<file path="src/design/rl_params.svh">
`ifndef RL_PARAMS_SVH
`define RL_PARAMS_SVH

// environment state index width, 16 states
`define NUM_STATES_LOG2 4

// signed Q-value width
`define Q_WIDTH 16

// exploration rate, unsigned fixed point
`define EPS_WIDTH 24

// fraction bits of epsilon, so 0x8000 is one half
`define EPS_FRAC 16

// draw generator reset value
`define DRAW_LFSR_INIT 24'hACE101

// galois tap mask for the right-shifting draw generator
`define DRAW_LFSR_TAPS 24'hE10000

`endif

</file>
<file path="src/design/rl_types_pkg.sv">
`default_nettype none

`include "rl_params.svh"

package rl_types_pkg;

    // table geometry
    localparam int NUM_STATES  = 1 << `NUM_STATES_LOG2;
    localparam int NUM_ACTIONS = 4;

    // width of the epsilon schedule state
    localparam int PRNG_WIDTH = 5;

    // environment state index
    typedef logic [`NUM_STATES_LOG2-1:0] env_state_t;

    // one of the four actions
    typedef logic [1:0] action_t;

    // learned action value, two's complement
    typedef logic signed [`Q_WIDTH-1:0] q_value_t;

    // exploration rate, EPS_FRAC fraction bits
    typedef logic [`EPS_WIDTH-1:0] epsilon_t;

    // state of the epsilon schedule recurrence
    typedef logic [PRNG_WIDTH-1:0] prng_state_t;

    // all action values of one state, indexed by action
    typedef q_value_t [NUM_ACTIONS-1:0] q_row_t;

endpackage

`default_nettype wire

</file>
<file path="src/design/rl_bus_pkg.sv">
`default_nettype none

package rl_bus_pkg;

    // action request for one environment state
    typedef struct packed {
        rl_types_pkg::env_state_t state;
    } agent_req_t;

    // host write of one learned value
    typedef struct packed {
        rl_types_pkg::env_state_t state;
        rl_types_pkg::action_t    action;
        rl_types_pkg::q_value_t   value;
    } q_update_t;

    // decision returned two cycles after the request
    typedef struct packed {
        rl_types_pkg::action_t  action;
        // set when the action came from the draw instead of the argmax
        logic                   explored;
        // epsilon that was in force for this request
        rl_types_pkg::epsilon_t epsilon;
        // value of the best action in the row
        rl_types_pkg::q_value_t greedy_value;
    } agent_resp_t;

endpackage

`default_nettype wire

</file>
<file path="src/design/q_table.sv">
`default_nettype none

module q_table (
    input  logic                     clk,
    input  logic                     rst,
    input  logic                     rd_valid,
    input  rl_types_pkg::env_state_t rd_state,
    input  logic                     upd_valid,
    input  rl_bus_pkg::q_update_t    upd,
    output rl_types_pkg::q_row_t     row,
    output logic                     row_valid
);

    // one row of action values per environment state
    rl_types_pkg::q_row_t mem [rl_types_pkg::NUM_STATES];

    // learning starts from an all-zero table
    always_ff @(posedge clk or posedge rst) begin
        if (rst) begin
            for (int s = 0; s < rl_types_pkg::NUM_STATES; s++) begin
                mem[s] <= '0;
            end
        end else if (upd_valid) begin
            mem[upd.state][upd.action] <= upd.value;
        end
    end

    // read sees the row before any write on the same edge
    always_ff @(posedge clk) begin
        if (rd_valid) begin
            row <= mem[rd_state];
        end
    end

    always_ff @(posedge clk or posedge rst) begin
        if (rst) begin
            row_valid <= 1'b0;
        end else begin
            row_valid <= rd_valid;
        end
    end

endmodule

`default_nettype wire

</file>
<file path="config.mk">
export PLATFORM = sky130hd
export DESIGN_NAME = q_table
export DESIGN_NICKNAME = d
export VERILOG_FILES = /design/src/design/rl_types_pkg.sv /design/src/design/rl_bus_pkg.sv /design/src/design/q_table.sv
export VERILOG_INCLUDE_DIRS = /design/src /design/src/design
export SDC_FILE = /design/constraint.sdc
export NUM_CORES = 2
export LEC_CHECK = 0
export ABC_AREA = 1
export BUFFER_PORTS_ARGS = -buffer_cell sky130_fd_sc_hd__buf_2
export CORE_MARGIN = 2
export CORE_UTILIZATION = 35
export DETAILED_ROUTE_END_ITERATION = 16
export SYNTH_ARGS = -nofsm -noshare
export SYNTH_HDL_FRONTEND = slang
export SYNTH_SLANG_ARGS = --single-unit
export TNS_END_PERCENT = 30
</file>
<file path="constraint.sdc">
create_clock -name clk -period 88.4 [get_ports clk]
set_input_delay 0 -clock clk [delete_from_list [all_inputs] [get_ports clk]]
set_output_delay 0 -clock clk [all_outputs]
set_load 0.1 [all_outputs]
</file>
==> results.json <==
{
  "ys_seq_area_frac": 0.5376,
  "fin_skew_ps": 54.12,
  "die_x_um": 386.8,
  "drtIter0Drc": 3913,
  "clock.fmax_mhz": 268.4,
  "vias": 42290,
  "cap_violations": 0,
  "crit_cells": 7,
  "grt_pass1_vias": 40270,
  "hold_viol": 0,
  "run_status": "completed",
  "yosys.cell_types.count": 22,
  "power.density_mw_per_mm2": 22.54,
  "area_delta_synth_final_pct": 10.36,
  "ys_warn_count": 0,
  "crit_arrival_ps": 4400,
  "avgSynthCellArea_um2": 7.719,
  "slowest_delay_ps": 870,
  "coreArea_mm2": 0.1456,
  "cts_resized": 0,
  "pin_count": 95,
  "insertion_delay_ps": 730,
  "hold_class": "in2reg",
  "die_h_um": 386.8,
  "pwr-share-seq": 0.472,
  "cp_num_buf_inv": 7,
  "ys_ff_latch": 1089,
  "rsz0062_at_grt": "false",
  "peakVddDrop_uv": 16.51,
  "comb_power_share": 0.144,
  "final_layout_size_suffix_gt1_frac": 0.06455,
  "fin_crit_ps": 3726,
  "ant_nets": 0,
  "min_path_cells": 5,
  "avgViaCountPerCell": 5.002,
  "cts_sinks": 1089,
  "synth_area_mm2": 0.05129,
  "relSlewSlack": 0.1669,
  "io_buffers": 94,
  "clkTransAtPathRegs_ps": 60,
  "swShare": 0.2879,
  "routed_wl_um": 159000,
  "final_cells": 8456,
  "clockBufferDepth": 3,
  "antenna_found_initial": 8,
  "drv_slew": 0,
  "hold_buffers": 35,
  "startpoint_type": "primary input",
  "required_ps": 89070,
  "grt_max_degree": 180,
  "fin_crit_sh": 0.04215,
  "synth_nets": 6674,
  "initial_core_util": 0.3523,
  "ff2ff_path_depth": 6,
  "cts_root_buf": "clkbuf_16",
  "routabilityCongestion": 0.8533,
  "path_max_fanout": 160,
  "finalSetupViolCount": 0,
  "dieArea_mm2": 0.1496,
  "critPathKind": "in2async",
  "worst_pin_slew_ps": 1247,
  "intPower_uw": 908.6,
  "layout_common_cells": "2,399 x nand2_1, 1,025 x dfrtp_1, 824 x o21ai_0, 770 x inv_1, 768 x nand3_1",
  "wl_per_cell_um": 18.80,
  "path_delay_family": "buffers and inverters",
  "crit_chain": "dlygate4sd3_1, buf_2, dlygate4sd3_1, inv_8, buf_4, buf_12, buf_4",
  "final_common_cell": "nand2_1",
  "grt_pass1_wl_um": 248300,
  "n_fill_cell": 14980,
  "grt.total_usage": 0.2115,
  "grt.overflow.total": 0,
  "drc": 0,
  "clock_power_share": 0.383,
  "hpwlAfterDp_um": 91220,
  "nets": 6473,
  "fin_setup_tns_ps": 0,
  "cpMaxStageDelayCell": "buf_4",
  "cts_tree": "built",
  "end_kind": "async pin",
  "net-switching-power_uw": 367.3,
  "post_cts.repair.setup_buffers": 0,
  "rows": 140,
  "drtPass1Iterations": 6,
  "cts_max_level": 3,
  "fin_util": 0.3888,
  "dp.cells": 8210,
  "cts_inserted_buffers": 113,
  "p_leak_uw": 0.02738,
  "syn_inst": 6644
}
cell type report:
cell class,instances,area [um^2],share of cell area
diodes,1,2.502,0.00004421
clock buffers,163,3277,0.05790
clock inverters,47,515.5,0.009108
inverters,799,3030,0.05354
multi-input cells,4253,18470,0.3263
flip-flops and latches,1089,27570,0.4871
well taps,1917,2399,0.04238
repair buffers,187,1335,0.02359
power groups by stage:
stage	Combinational, uW	Clock [uW]	Sequential, uW
3_3_place_gp	180	0	609
6_report	184	489	603
5_1_grt	212	519	610
2_1_floorplan	123	0	620
4_1_cts	185	497	602
3_5_place_dp	183	0	611
state kept, by name (all words and copies together) (netlist names):
register and flops:
row 64, mem 1024, row_valid 1
cells by family after synthesis:
family | count (synthesis) | synth area share
simple gates | 3229 | 0.2602
compound gates | 1024 | 0.09993
flops | 1089 | 0.5376
buf+inv | 1302 | 0.1022
stage by stage:
| stage | total power (uW) | instance area [um^2] | worst slack (ps) | hold slack [ps] |
|---|---|---|---|---|
| 2_1_floorplan | 742.7 | 51290 | 59560 | 31.43 |
| 3_3_place_gp | 788.9 | 52460 | 84930 | 216.7 |
| 3_5_place_dp | 793.6 | 52460 | 84940 | 216.4 |
| 4_1_cts | 1284 | 56600 | 84590 | 24.69 |
| 5_1_grt | 1342 | 56600 | 84130 | 58.05 |
| 6_report | 1276 | 56600 | 84670 | 63.82 |
path summary, 6_finish.rpt:
check                       startpoint        end  slack (ps)
max                                rst   mem[903]       84670
min                            upd[18]   mem[184]          60
max reg2reg                  mem[1013]    row[53]       86960
min reg2reg                   mem[469]   mem[469]         480
max in group clk           rd_state[1]    row[14]       85290
min in group asynchronous          rst  mem[1007]         590
layer usage:
layer,vias up,track usage,share of wire
li1,20320,-,-
met1,20450,0.2902,0.44
met2,1243,0.3340,0.45
met3,275,0.03791,0.067
met4,2,0.07800,0.039
met5,-,0,0.000057
worst reg2reg max path: cells and delay by family, from the launching register on:
family / cells / cell delay [ps]
buffers and inverters: 1 / 70
flip-flops: 1 / 370
AND/OR/NAND/NOR: 5 / 760
synthesized netlist by cell type:
library cell  count  share of area
buf_1            23         0.0017
buf_12            1        0.00039
buf_2           226          0.022
buf_4             4        0.00059
buf_6             3        0.00066
clkbuf_1        231          0.017
clkbuf_2         15         0.0015
clkinv_2          1       0.000097
dfrtp_1        1025           0.50
edfxtp_1         64          0.037
inv_1           789          0.058
inv_2             9        0.00066
nand2_1        2399           0.18
nand2_2          33         0.0040
nand2_4           6         0.0013
nand3_1         768          0.075
nand3_2           3        0.00059
nor2_1            1       0.000073
nor2_2            5        0.00061
nor2_4           14         0.0031
o21ai_0         824          0.080
o21ai_1         200          0.020
Note: power is estimated with default switching activity, not from simulation.
