### config.mk
export PLATFORM = sky130hd
export DESIGN_NAME = draw_lfsr
export DESIGN_NICKNAME = d
export VERILOG_FILES = /design/src/design/draw_lfsr.sv
export VERILOG_INCLUDE_DIRS = /design/src /design/src/design
export SDC_FILE = /design/constraint.sdc
export NUM_CORES = 1
export LEC_CHECK = 0
export BUFFER_PORTS_ARGS = -buffer_cell sky130_fd_sc_hd__buf_2
export CORE_ASPECT_RATIO = 0.7
export CORE_MARGIN = 2
export CORE_UTILIZATION = 50
export DETAILED_ROUTE_END_ITERATION = 10
export GPL_ROUTABILITY_DRIVEN = 0
export GPL_TIMING_DRIVEN = 0
export PLACE_DENSITY = 0.77
export SLEW_MARGIN = 20
export SYNTH_ARGS = -nofsm -noshare
export SYNTH_HDL_FRONTEND = slang
export SYNTH_SLANG_ARGS = --single-unit
export TNS_END_PERCENT = 30
### constraint.sdc
create_clock -name clk -period 1 [get_ports clk]
set_input_delay 0.05 -clock clk [delete_from_list [all_inputs] [get_ports clk]]
set_output_delay 0.05 -clock clk [all_outputs]
set_load 0.1 [all_outputs]
### src/design/rl_params.svh
`ifndef RL_PARAMS_SVH
`define RL_PARAMS_SVH

// environment state index width, 16 states
`define NUM_STATES_LOG2 4

// signed Q-value width
`define Q_WIDTH 16

// exploration rate, unsigned fixed point
`define EPS_WIDTH 24

// fraction bits of epsilon, so 0x8000 is one half
`define EPS_FRAC 16

// draw generator reset value
`define DRAW_LFSR_INIT 24'hACE101

// galois tap mask for the right-shifting draw generator
`define DRAW_LFSR_TAPS 24'hE10000

`endif

### src/design/draw_lfsr.sv
`default_nettype none

`include "rl_params.svh"

module draw_lfsr (
    input  logic                  clk,
    input  logic                  rst,
    input  logic                  step,
    output logic [`EPS_WIDTH-1:0] draw
);

    logic [`EPS_WIDTH-1:0] lfsr;
    logic [`EPS_WIDTH-1:0] lfsr_shr;

    assign lfsr_shr = lfsr >> 1;

    // galois form, taps folded in when a one falls out of bit 0
    always_ff @(posedge clk or posedge rst) begin
        if (rst) begin
            lfsr <= `DRAW_LFSR_INIT;
        end else if (step) begin
            if (lfsr[0]) begin
                lfsr <= lfsr_shr ^ `DRAW_LFSR_TAPS;
            end else begin
                lfsr <= lfsr_shr;
            end
        end
    end

    assign draw = lfsr;

endmodule

`default_nettype wire

==> metrics.csv, run 1 <==
metric,value,unit
Crit. End Element,primary output,
Vias,628,
min-delay worst type,input pin to async pin,
worst path cell trace,buf_12,
setup TNS,-2.33,ns
Fmax,828,MHz
Yosys reg bits,24,
vias in the first global route,742,
Final ANT Viol Nets,0,
"Cell Area, Synth",1000,sq um
fin nets,99,
cell depth of the worst setup path,1,
unrepaired setup endpoints after global routing,yes,
"Req. time, crit path",0.95,ns
fill count,62,
crit path launch type,register,
Clock Latency Late Sink,0.32,ns
CP Class,register to primary output,
Final Util,89.2,%
min Tclk post-route,1.21,ns
layout cells sized above 1,89.5,%
clock skew,0.00198,ns
"delay-heaviest family, CP",flip-flops,
launch point of the worst path,draw[18],
post-synth cell types,10,
Die Area,2380,sq um
Synth area leader,dfrtp_1,
area grow syn2layout,67.0,%
Syn Nets,61,
All-Layer GR Usage,22.7,%
initial antenna violation count,0,
DR iter-0 viols,10,
# diodes,0,
Max Root-Sink Buffers,2,
Mapped Cells,58,
Final Setup Violations,22,
synth warn,0,
# Max-Cap Violations,0,
register area share after synthesis,61.2,%
Core Box Area,1870,sq um
TritonCTS Sinks,24,
Storage cell area,668,sq um
Routed WL,2.31,mm
Final Hold Vio Count,15,
Die H,41.4,microns
failing checks,"negative hold slack, negative setup slack",
CP peak stage delay,0.66,ns
reg-to-reg critical path startpoint,draw[0],
reg2reg end,draw[22],
Worst Path Arrival,1.16,ns
Worst Slack Setup Final,-0.207,ns
Initial Utilization,53.4,%
most frequent cells in the layout,"buf_12, mux2_4, dfrtp_2",
path depth of the worst reg2reg path,3,
area of the multi-input gates,342,sq um
WHS,-0.103,ns
max reg flops,24,
DR DRC count,0,
headroom to the max-slew limit,40.7,%
PortBufs,25,
FP Rows,13,
first-pass GRT wire length,3.92,mm
slew of the pin with the lowest slew margin,0.888,ns
HPWL after DPL,1.13,mm
clock transition at the registers of the reported paths,0.13,ns
Syn Area/Cell,17.2,sq um
router iterations before antenna repair,4,
via/cell ratio,5.37,
H-tree lvl count,1,
Critical Path End,draw[18],
worst path bufs/invs,1,
outcome,"finished, violations left",
post-synth top area share,37.5,%
I/O pin count,27,
grt ovf,0,
CTS buffer count,3,
CP max-delay cell,dfstp_4,
Synth area leaders,"dfrtp_1, dfstp_2, mux2_4",
"most common cell after layout, fill and taps aside",buf_12,
crit-path max FO,2,
wire per inst,19.7,microns
CTS tree,done,
largest net degree at the start of global routing,25,
Slew Limit Fails,0,
Clock Tree Root,clkbuf_4,
chip width,57.4,microns
"reg-to-reg slack, setup",-0.12,ns
period utilization,121,%
## per-stage QoR
stage / hold WS (ns) / instances / area, sq um / setup WS, ns
6_report: -0.103 / 117 / 1670 / -0.207
5_1_grt: -0.0274 / 117 / 1670 / -0.240
4_1_cts: -0.0850 / 116 / 1640 / -0.211
3_5_place_dp: 0.273 / 105 / 1210 / -0.119
3_3_place_gp: 0.258 / 105 / 1210 / -0.114
2_1_floorplan: 0.0574 / 58 / 1060 / -0.140
## how the worst min path moves through the flow
stage	end	slack, ns	cells past startpoint
floorplan	draw[10]	0.06	1
global placement	draw[5]	0.26	2
detailed placement	draw[5]	0.27	2
CTS	draw[5]	-0.09	2
global route	draw[5]	-0.03	2
finish	draw[5]	-0.10	2
## what timing repair did
| item | in CTS | in global routing |
|---|---|---|
| resized for setup | 93 | 4 |
| endpoints found under the setup margin | 24 | 31 |
| buffers inserted | 7 | 1 |
| hold endpoints to repair | 15 | 15 |
| pin swaps | 1 | 1 |
## metal layers
metal  GRT usage [%]  routed length (microns)
met1            29.2                     1010
met5               0                        0
met3            8.41                      111
met4            8.37                       85
met2            35.0                     1110
## final cells by class
type	count	area share [%]
plain buffers	3	2.55
multi-input cells	30	20.5
repair buffers	33	32.9
flip-flops and latches	24	40.0
clock buffers	4	2.17
well taps	22	1.65
inverters	1	0.225
## synth_stat cells
library cell	count
a21oi_1	3
dfrtp_1	15
xnor2_1	3
mux2_2	7
dfstp_2	9
mux2_4	14
nor2_1	3
buf_6	2
inv_1	1
buf_12	1
## logic make-up (layout without fill, tap and decap cells)
family | after synthesis | count (layout) | share of synthesized area (%)
AND/OR/NAND/NOR | 3 | 3 | 1.13
flip-flops | 24 | 24 | 61.2
buffers and inverters | 4 | 41 | 4.63
XOR/XNOR | 3 | 3 | 2.63
multiplexers | 21 | 21 | 28.9
AO/OA/AOI/OAI | 3 | 3 | 1.50
Power of run 1 is left out: the tool's default activity adds up to more than one toggle a clock period on the data nets, which glitch-free logic cannot reach.
==> inputs of run 2 (changes only) <==
==> constraint.sdc (replaced) <==
create_clock -name clk -period 1.3 [get_ports clk]
set_input_delay 0.065 -clock clk [delete_from_list [all_inputs] [get_ports clk]]
set_output_delay 0.065 -clock clk [all_outputs]
set_load 0.1 [all_outputs]
==> run 2 against run 1 <==
  * The run now ends clean
  * Design area shrank 24%
  * Critical path type unchanged
  * Clock-buffer cell count shrank 1
  * Sequential share of layout area grew 8.5 points
  * Non-clock buffer count shrank 7
==> metrics.csv, run 2 (synthesized netlist as in run 1, its figures left out) <==
metric,value,unit
outcome,"finished, final reports clean",
Placement Setup Slack,0.214,ns
CP peak stage delay,0.57,ns
Worst Slack Setup Final,0.0479,ns
Crit. End Element,primary output,
Final Util,67.5,%
Die Area,2380,sq um
reg-to-reg critical path startpoint,draw[0],
CTS buffer count,3,
crit path launch type,register,
setup TNS,0,ns
TritonCTS Sinks,24,
grt ovf,0,
Final Hold Vio Count,0,
# Max-Cap Violations,0,
Clock Latency Late Sink,0.33,ns
Fmax,799,MHz
I/O pin count,27,
H-tree lvl count,1,
Die H,41.4,microns
Final Setup Violations,0,
period utilization,96.3,%
worst path cell trace,buf_4,
min Tclk post-route,1.25,ns
"delay-heaviest family, CP",flip-flops,
Vias,549,
router iterations before antenna repair,1,
WHS,0.0389,ns
fin nets,92,
DR DRC count,0,
# diodes,0,
launch point of the worst path,draw[13],
Routed WL,1.58,mm
layout cells sized above 1,71.6,%
"Req. time, crit path",1.24,ns
slew of the pin with the lowest slew margin,0.870,ns
FP Rows,13,
worst hold start,step,
postcts setup bufs,0,
Initial Utilization,53.4,%
Final ANT Viol Nets,0,
headroom to the max-slew limit,42.0,%
worst path bufs/invs,1,
largest net degree at the start of global routing,25,
area grow syn2layout,26.3,%
PortBufs,25,
Worst Path Arrival,1.19,ns
Clock Tree Root,clkbuf_4,
CTS tree,done,
Core Box Area,1870,sq um
CP max-delay cell,dfstp_2,
unrepaired setup endpoints after global routing,no,
clock transition at the registers of the reported paths,0.14,ns
clock skew,0.0146,ns
max reg flops,24,
initial antenna violation count,0,
DR iter-0 viols,0,
via/cell ratio,4.99,
crit-path max FO,3,
min-delay worst type,input pin to register,
first-pass GRT wire length,2.70,mm
vias in the first global route,529,
Slew Limit Fails,0,
chip width,57.4,microns
Max Root-Sink Buffers,2,
"most common cell after layout, fill and taps aside",buf_2,
most frequent cells in the layout,"buf_2, mux2_4, dfrtp_1",
wire per inst,14.3,microns
All-Layer GR Usage,15.4,%
CP Class,register to primary output,
-- run 2: changes by cell type in the layout (fill, tap and decap cells not counted), sizes merged --
cell | before | now
buf | 36 | 28
bufinv | 0 | 1
clkbuf | 4 | 3
dlygate4sd3 | 0 | 1
-- run 2: worst paths after layout --
check                           endpoint  slack, ns  cells past startpoint
worst min register to register  draw[21]       0.52                      2
max in group asynchronous       draw[17]       0.28                      3
worst max register to register  draw[16]       0.34                      2
worst max-delay path            draw[13]       0.05                      1
min in group asynchronous        draw[5]       0.44                      3
worst min-delay path             draw[5]       0.04                      2
-- run 2: final cells by class --
class / count / area, sq um
buffer: 3 / 42.5
clock buffer: 3 / 22.5
clock inverter: 1 / 30.0
fill: 139 / 608
inverter: 1 / 3.75
multi-input combinational: 30 / 342
sequential: 24 / 613
tap: 22 / 27.5
timing repair buffer: 26 / 181
-- run 2: per-layer routing --
| metal | share of wire [%] | track usage, % | vias to the layer above |
|---|---|---|---|
| met5 | 0 | 0 | - |
| met4 | 0.89 | 4.19 | 0 |
| met3 | 6.5 | 6.85 | 3 |
| met2 | 46 | 22.7 | 17 |
| met1 | 47 | 20.6 | 270 |
| li1 | - | - | 259 |
-- run 2: repair_timing --
action | CTS | global route
setup endpoints to repair | 9 | 4
hold buffers | 1 | 0
hold endpoints to repair | 15 | 0
gates resized for setup | 10 | 5
-- run 2: through the flow --
stage          cells  instance area (sq um)
6_report         110                   1260
5_1_grt          110                   1260
2_1_floorplan     58                   1000
3_5_place_dp     105                   1150
3_3_place_gp     105                   1150
4_1_cts          110                   1240
Power of run 2 is left out for the same reason.
