$ cat config.mk
export PLATFORM = sky130hd
export DESIGN_NAME = action_selector
export DESIGN_NICKNAME = d
export VERILOG_FILES = /design/src/design/rl_types_pkg.sv /design/src/design/rl_bus_pkg.sv /design/src/design/action_selector.sv
export VERILOG_INCLUDE_DIRS = /design/src /design/src/design
export SDC_FILE = /design/constraint.sdc
export NUM_CORES = 1
export LEC_CHECK = 0
export BUFFER_PORTS_ARGS = -buffer_cell sky130_fd_sc_hd__clkbuf_2
export CAP_MARGIN = 25
export CORE_ASPECT_RATIO = 0.6
export CORE_UTILIZATION = 45
export CTS_BUF_LIST = sky130_fd_sc_hd__clkbuf_16
export CTS_CLUSTER_SIZE = 25
export DETAILED_ROUTE_END_ITERATION = 6
export PLACE_DENSITY = 0.74
export SYNTH_ARGS = -nofsm -noshare
export SYNTH_HDL_FRONTEND = slang
export SYNTH_SLANG_ARGS = --single-unit
$ cat constraint.sdc
create_clock -name clk -period 2.2 [get_ports clk]
set_clock_uncertainty 0.2 [all_clocks]
set_input_delay 0.11 -clock clk [delete_from_list [all_inputs] [get_ports clk]]
set_output_delay 0.11 -clock clk [all_outputs]
set_load 0.03 [all_outputs]
$ cat src/design/rl_params.svh
`ifndef RL_PARAMS_SVH
`define RL_PARAMS_SVH

// environment state index width, 16 states
`define NUM_STATES_LOG2 4

// signed Q-value width
`define Q_WIDTH 16

// exploration rate, unsigned fixed point
`define EPS_WIDTH 24

// fraction bits of epsilon, so 0x8000 is one half
`define EPS_FRAC 16

// draw generator reset value
`define DRAW_LFSR_INIT 24'hACE101

// galois tap mask for the right-shifting draw generator
`define DRAW_LFSR_TAPS 24'hE10000

`endif

$ cat src/design/rl_types_pkg.sv
`default_nettype none

`include "rl_params.svh"

package rl_types_pkg;

    // table geometry
    localparam int NUM_STATES  = 1 << `NUM_STATES_LOG2;
    localparam int NUM_ACTIONS = 4;

    // width of the epsilon schedule state
    localparam int PRNG_WIDTH = 5;

    // environment state index
    typedef logic [`NUM_STATES_LOG2-1:0] env_state_t;

    // one of the four actions
    typedef logic [1:0] action_t;

    // learned action value, two's complement
    typedef logic signed [`Q_WIDTH-1:0] q_value_t;

    // exploration rate, EPS_FRAC fraction bits
    typedef logic [`EPS_WIDTH-1:0] epsilon_t;

    // state of the epsilon schedule recurrence
    typedef logic [PRNG_WIDTH-1:0] prng_state_t;

    // all action values of one state, indexed by action
    typedef q_value_t [NUM_ACTIONS-1:0] q_row_t;

endpackage

`default_nettype wire

$ cat src/design/rl_bus_pkg.sv
`default_nettype none

package rl_bus_pkg;

    // action request for one environment state
    typedef struct packed {
        rl_types_pkg::env_state_t state;
    } agent_req_t;

    // host write of one learned value
    typedef struct packed {
        rl_types_pkg::env_state_t state;
        rl_types_pkg::action_t    action;
        rl_types_pkg::q_value_t   value;
    } q_update_t;

    // decision returned two cycles after the request
    typedef struct packed {
        rl_types_pkg::action_t  action;
        // set when the action came from the draw instead of the argmax
        logic                   explored;
        // epsilon that was in force for this request
        rl_types_pkg::epsilon_t epsilon;
        // value of the best action in the row
        rl_types_pkg::q_value_t greedy_value;
    } agent_resp_t;

endpackage

`default_nettype wire

$ cat src/design/action_selector.sv
`default_nettype none

`include "rl_params.svh"

module action_selector (
    input  logic                    clk,
    input  logic                    rst,
    input  logic                    req_valid,
    input  rl_types_pkg::epsilon_t  epsilon,
    input  logic [`EPS_WIDTH-1:0]   draw,
    input  logic                    row_valid,
    input  rl_types_pkg::q_row_t    row,
    output logic                    resp_valid,
    output rl_bus_pkg::agent_resp_t resp
);

    // request-cycle epsilon and draw, aligned with the table read
    rl_types_pkg::epsilon_t eps_q;
    logic [`EPS_WIDTH-1:0]  draw_q;

    rl_types_pkg::action_t  greedy_action;
    rl_types_pkg::q_value_t greedy_value;
    rl_types_pkg::q_value_t cand;
    rl_types_pkg::epsilon_t draw_frac;
    logic                   explore;

    always_ff @(posedge clk) begin
        if (req_valid) begin
            eps_q  <= epsilon;
            draw_q <= draw;
        end
    end

    // signed argmax, strict compare so ties keep the lower action
    always_comb begin
        greedy_action = '0;
        greedy_value  = row[0];
        for (int a = 1; a < rl_types_pkg::NUM_ACTIONS; a++) begin
            cand = row[a];
            if (cand > greedy_value) begin
                greedy_value  = cand;
                greedy_action = rl_types_pkg::action_t'(a);
            end
        end
    end

    // uniform fraction in [0,1) against epsilon
    assign draw_frac = rl_types_pkg::epsilon_t'(draw_q[`EPS_FRAC-1:0]);
    assign explore   = draw_frac < eps_q;

    always_ff @(posedge clk) begin
        if (row_valid) begin
            // explore picks the top two draw bits as the action
            resp.action       <= explore ? draw_q[`EPS_WIDTH-1 -: 2] : greedy_action;
            resp.explored     <= explore;
            resp.epsilon      <= eps_q;
            resp.greedy_value <= greedy_value;
        end
    end

    always_ff @(posedge clk or posedge rst) begin
        if (rst) begin
            resp_valid <= 1'b0;
        end else begin
            resp_valid <= row_valid;
        end
    end

endmodule

`default_nettype wire

==> results.sh <==
export IMPL_synth_top_family_by_area="compound AO/OA/AOI/OAI gates"
export IMPL_finalNonFillerCells=1018
export IMPL_drtIter0Drc=542
export IMPL_ys_seq_elements=86
export IMPL_syn_inst=441
export IMPL_hpwl_um=11700
export IMPL_grt_pass1_vias=5742
export IMPL_grt_max_degree=43
export IMPL_gp_congestion=0.979
export IMPL_maxSlewHeadroom_pct=44.5
export IMPL_yosysMostFrequentCell="edfxtp_1"
export IMPL_ctsLongestPathBuffers=2
export IMPL_htreeDepth=3
export IMPL_insertion_delay_ps=350
export IMPL_synth_edf_count=85
export IMPL_ir_drop_mv=0.606
export IMPL_p_leak_nw=4.41
export IMPL_holdCritPathClass="input port to flop"
export IMPL_post_place_ws_ps=-4580
export IMPL_path_class="input port to flop"
export IMPL_synth_compound_area_share_pct=15.5
export IMPL_max_freq_mhz=148
export IMPL_cp_start_kind="input port"
export IMPL_grt_ovfl_total=0
export IMPL_drc=0
export IMPL_hold_viol=0
export IMPL_synth_simple_area_share_pct=12.1
export IMPL_fin_setup_tns_ps=-80360
export IMPL_synthesis_area_sq_um=5230
export IMPL_cpMaxStageDelayCell="a2111oi_4"
export IMPL_synthXorXnorAreaFrac_pct=0
export IMPL_synthAdderAreaFrac_pct=14.6
export IMPL_grt_pass1_wl_um=30100
export IMPL_wl_per_cell_um=23.3
export IMPL_yosys_area_top_type="edfxtp_1"
export IMPL_ys_seq_area_share_pct=49.3
export IMPL_vias=6075
export IMPL_synthTopCellsByCount="85 x edfxtp_1, 61 x ha_1, 52 x inv_1"
export IMPL_violations="setup timing"
export IMPL_fp_dieH_um=85.5
export IMPL_status="finished, violations left"
export IMPL_routed_via_density=5.97
export IMPL_drive_gt1_share_pct=61.4
export IMPL_worstPathMaxFanout=7
export IMPL_muxShareOfSynthArea_pct=3.37
export IMPL_period_share_pct=308
export IMPL_drt_pass1_iter_count=6
export IMPL_arrival_ps=6640
export IMPL_coreArea_sq_um=11300
export IMPL_cts_tree="done"
export IMPL_rows=30
export IMPL_die_area_sq_um=12100
export IMPL_max_stage_delay_ps=440
export IMPL_dpl_cell_area_sq_um=7250
export IMPL_synthTopCellsByArea="edfxtp_1 49%, ha_1 15%, inv_1 3.7%"
export IMPL_fin_nets=1030
export IMPL_setup_ws_ps=-4570
export IMPL_async_flop_share_pct=1.16
export IMPL_max_cap_viol_count=0
export IMPL_finalPower_mw=7.93
export IMPL_postLayoutCellArea_sq_um=9790
export IMPL_io_pins=160
export IMPL_clk_pin_slew_ps=60
export IMPL_tightest_slew_ps=832
export IMPL_dp_cells=866
export IMPL_power_density_nw_per_um2=810
export IMPL_finalWirelength_um=23800
export IMPL_syn_num_nets=618
export IMPL_fp_dieW_um=141
export IMPL_synth_top_area_share_pct=48.8
export IMPL_cp_common_cell="a21o_1"
export IMPL_rsz0062_at_grt="true"
export IMPL_antenna_found_initial=0
export IMPL_yosysWarnings=0
export IMPL_synth_distinct_cells=54
export IMPL_synth_flop_cell="edfxtp_1"
export IMPL_grtUsageTotal_pct=33.5
export IMPL_cts_buffers=9
export IMPL_slew_viol_final=0
export IMPL_setup_viol=19
export IMPL_io_buffers=153
export IMPL_endpoint_kind="flop"
export IMPL_area_growth_pct=87.1
export IMPL_period_needed_ps=6770
export IMPL_clock_sinks=86
export IMPL_antenna_cells=0
export IMPL_initial_core_util_pct=46.3
export IMPL_synth_avg_cell_area_sq_um=11.9
export IMPL_ant_nets=0
export IMPL_cts_root_buf="clkbuf_16"
export IMPL_required_ps=2080
export IMPL_ff2ff_setup_slack_ps=-430
==> state kept, by name, summed over array words and instances (netlist names) <==
register    cells
resp           43
draw_q         18
resp_valid      1
eps_q          24
==> logic make-up (layout without fill, tap and decap cells) <==
family,after synthesis,in the layout
AOI/OAI and AO/OA,106,106
and+or+nand+nor,106,106
DFF,86,86
buffers and inverters,65,482
adders and majority gates,61,61
muxes,17,17
==> path summary, 6_finish.rpt <==
path / depth (start not counted) / to / startpoint
setup reg to reg: 12 / resp[42] / eps_q[1]
setup / recovery: 35 / resp[14] / row[27]
max in group asynchronous: 4 / resp_valid / rst
hold reg to reg: 0 / resp[18] / eps_q[2]
hold / removal: 3 / resp[10] / row[58]
min in group asynchronous: 4 / resp_valid / rst
==> placed cells by master, fill, tap and decap left out, types with 4 or more instances in the layout <==
master	Yosys	routed
buf_4	2	183
clkbuf_2	0	148
edfxtp_1	85	85
dlygate4sd3_1	0	48
ha_1	61	38
inv_1	52	35
ha_4	0	23
nand2_1	24	20
a21o_1	17	17
buf_6	2	16
mux2i_1	15	14
inv_2	0	12
a311oi_2	0	11
nand4_1	10	10
o21ai_2	0	10
nor2_1	25	10
nor4_4	0	10
clkbuf_16	0	10
buf_12	0	9
nor2_4	0	8
o21ai_0	25	8
a21oi_1	13	7
nor2_2	0	7
o21ai_4	0	6
a21oi_2	0	5
nor4_1	11	5
buf_16	0	5
nand3_1	5	4
inv_4	0	4
o21a_1	5	4
nor4_2	8	4
==> area by class of cell <==
cell class / count / area (sq um)
fill: 488 / 1510
sequential: 86 / 2580
multi-input combinational: 290 / 3260
timing repair buffer: 414 / 3190
tap: 160 / 200
clock inverter: 7 / 120
inverter: 52 / 218
clock buffer: 9 / 225
==> power breakdown <==
part	total [mW]	switching (mW)	leakage (nW)	internal (mW)
registers	2.10	0.0775	0.843	2.03
clock network	1.77	0.662	0.166	1.11
logic	4.05	2.03	3.40	2.02
total	7.93	2.77	4.41	5.16
==> per-stage QoR <==
step                      hold WS [ps]  util, %
after CTS                         21.4     82.3
after floorplan                   -361        -
final                             36.8     86.6
after detailed placement          -274     64.2
after global placement            -275     64.2
after global routing              42.6     86.6
==> what timing repair did <==
action / CTS / global route
gates cloned: 7 / 0
pin swaps: 27 / 29
hold buffers: 48 / 0
setup buffers: 65 / 18
gates resized for setup: 126 / 63
hold endpoints to repair: 47 / 0
setup endpoints to repair: 19 / 19
==> critical path: cells and delay by family <==
family / cells / cell delay (ps)
buf+inv: 10 / 1440
simple gates: 5 / 790
compound gates: 16 / 3530
mux: 1 / 130
fa+ha+maj: 3 / 640
==> metal layers <==
layer,vias to the layer above,share of wire [%],GRT usage (%)
met4,0,7.5,13.7
met2,498,46,57.7
met3,185,9.5,7.09
li1,2525,-,-
met1,2867,37,41.5
met5,-,0,0
No activity file was read; power rests on OpenSTA's default activity.
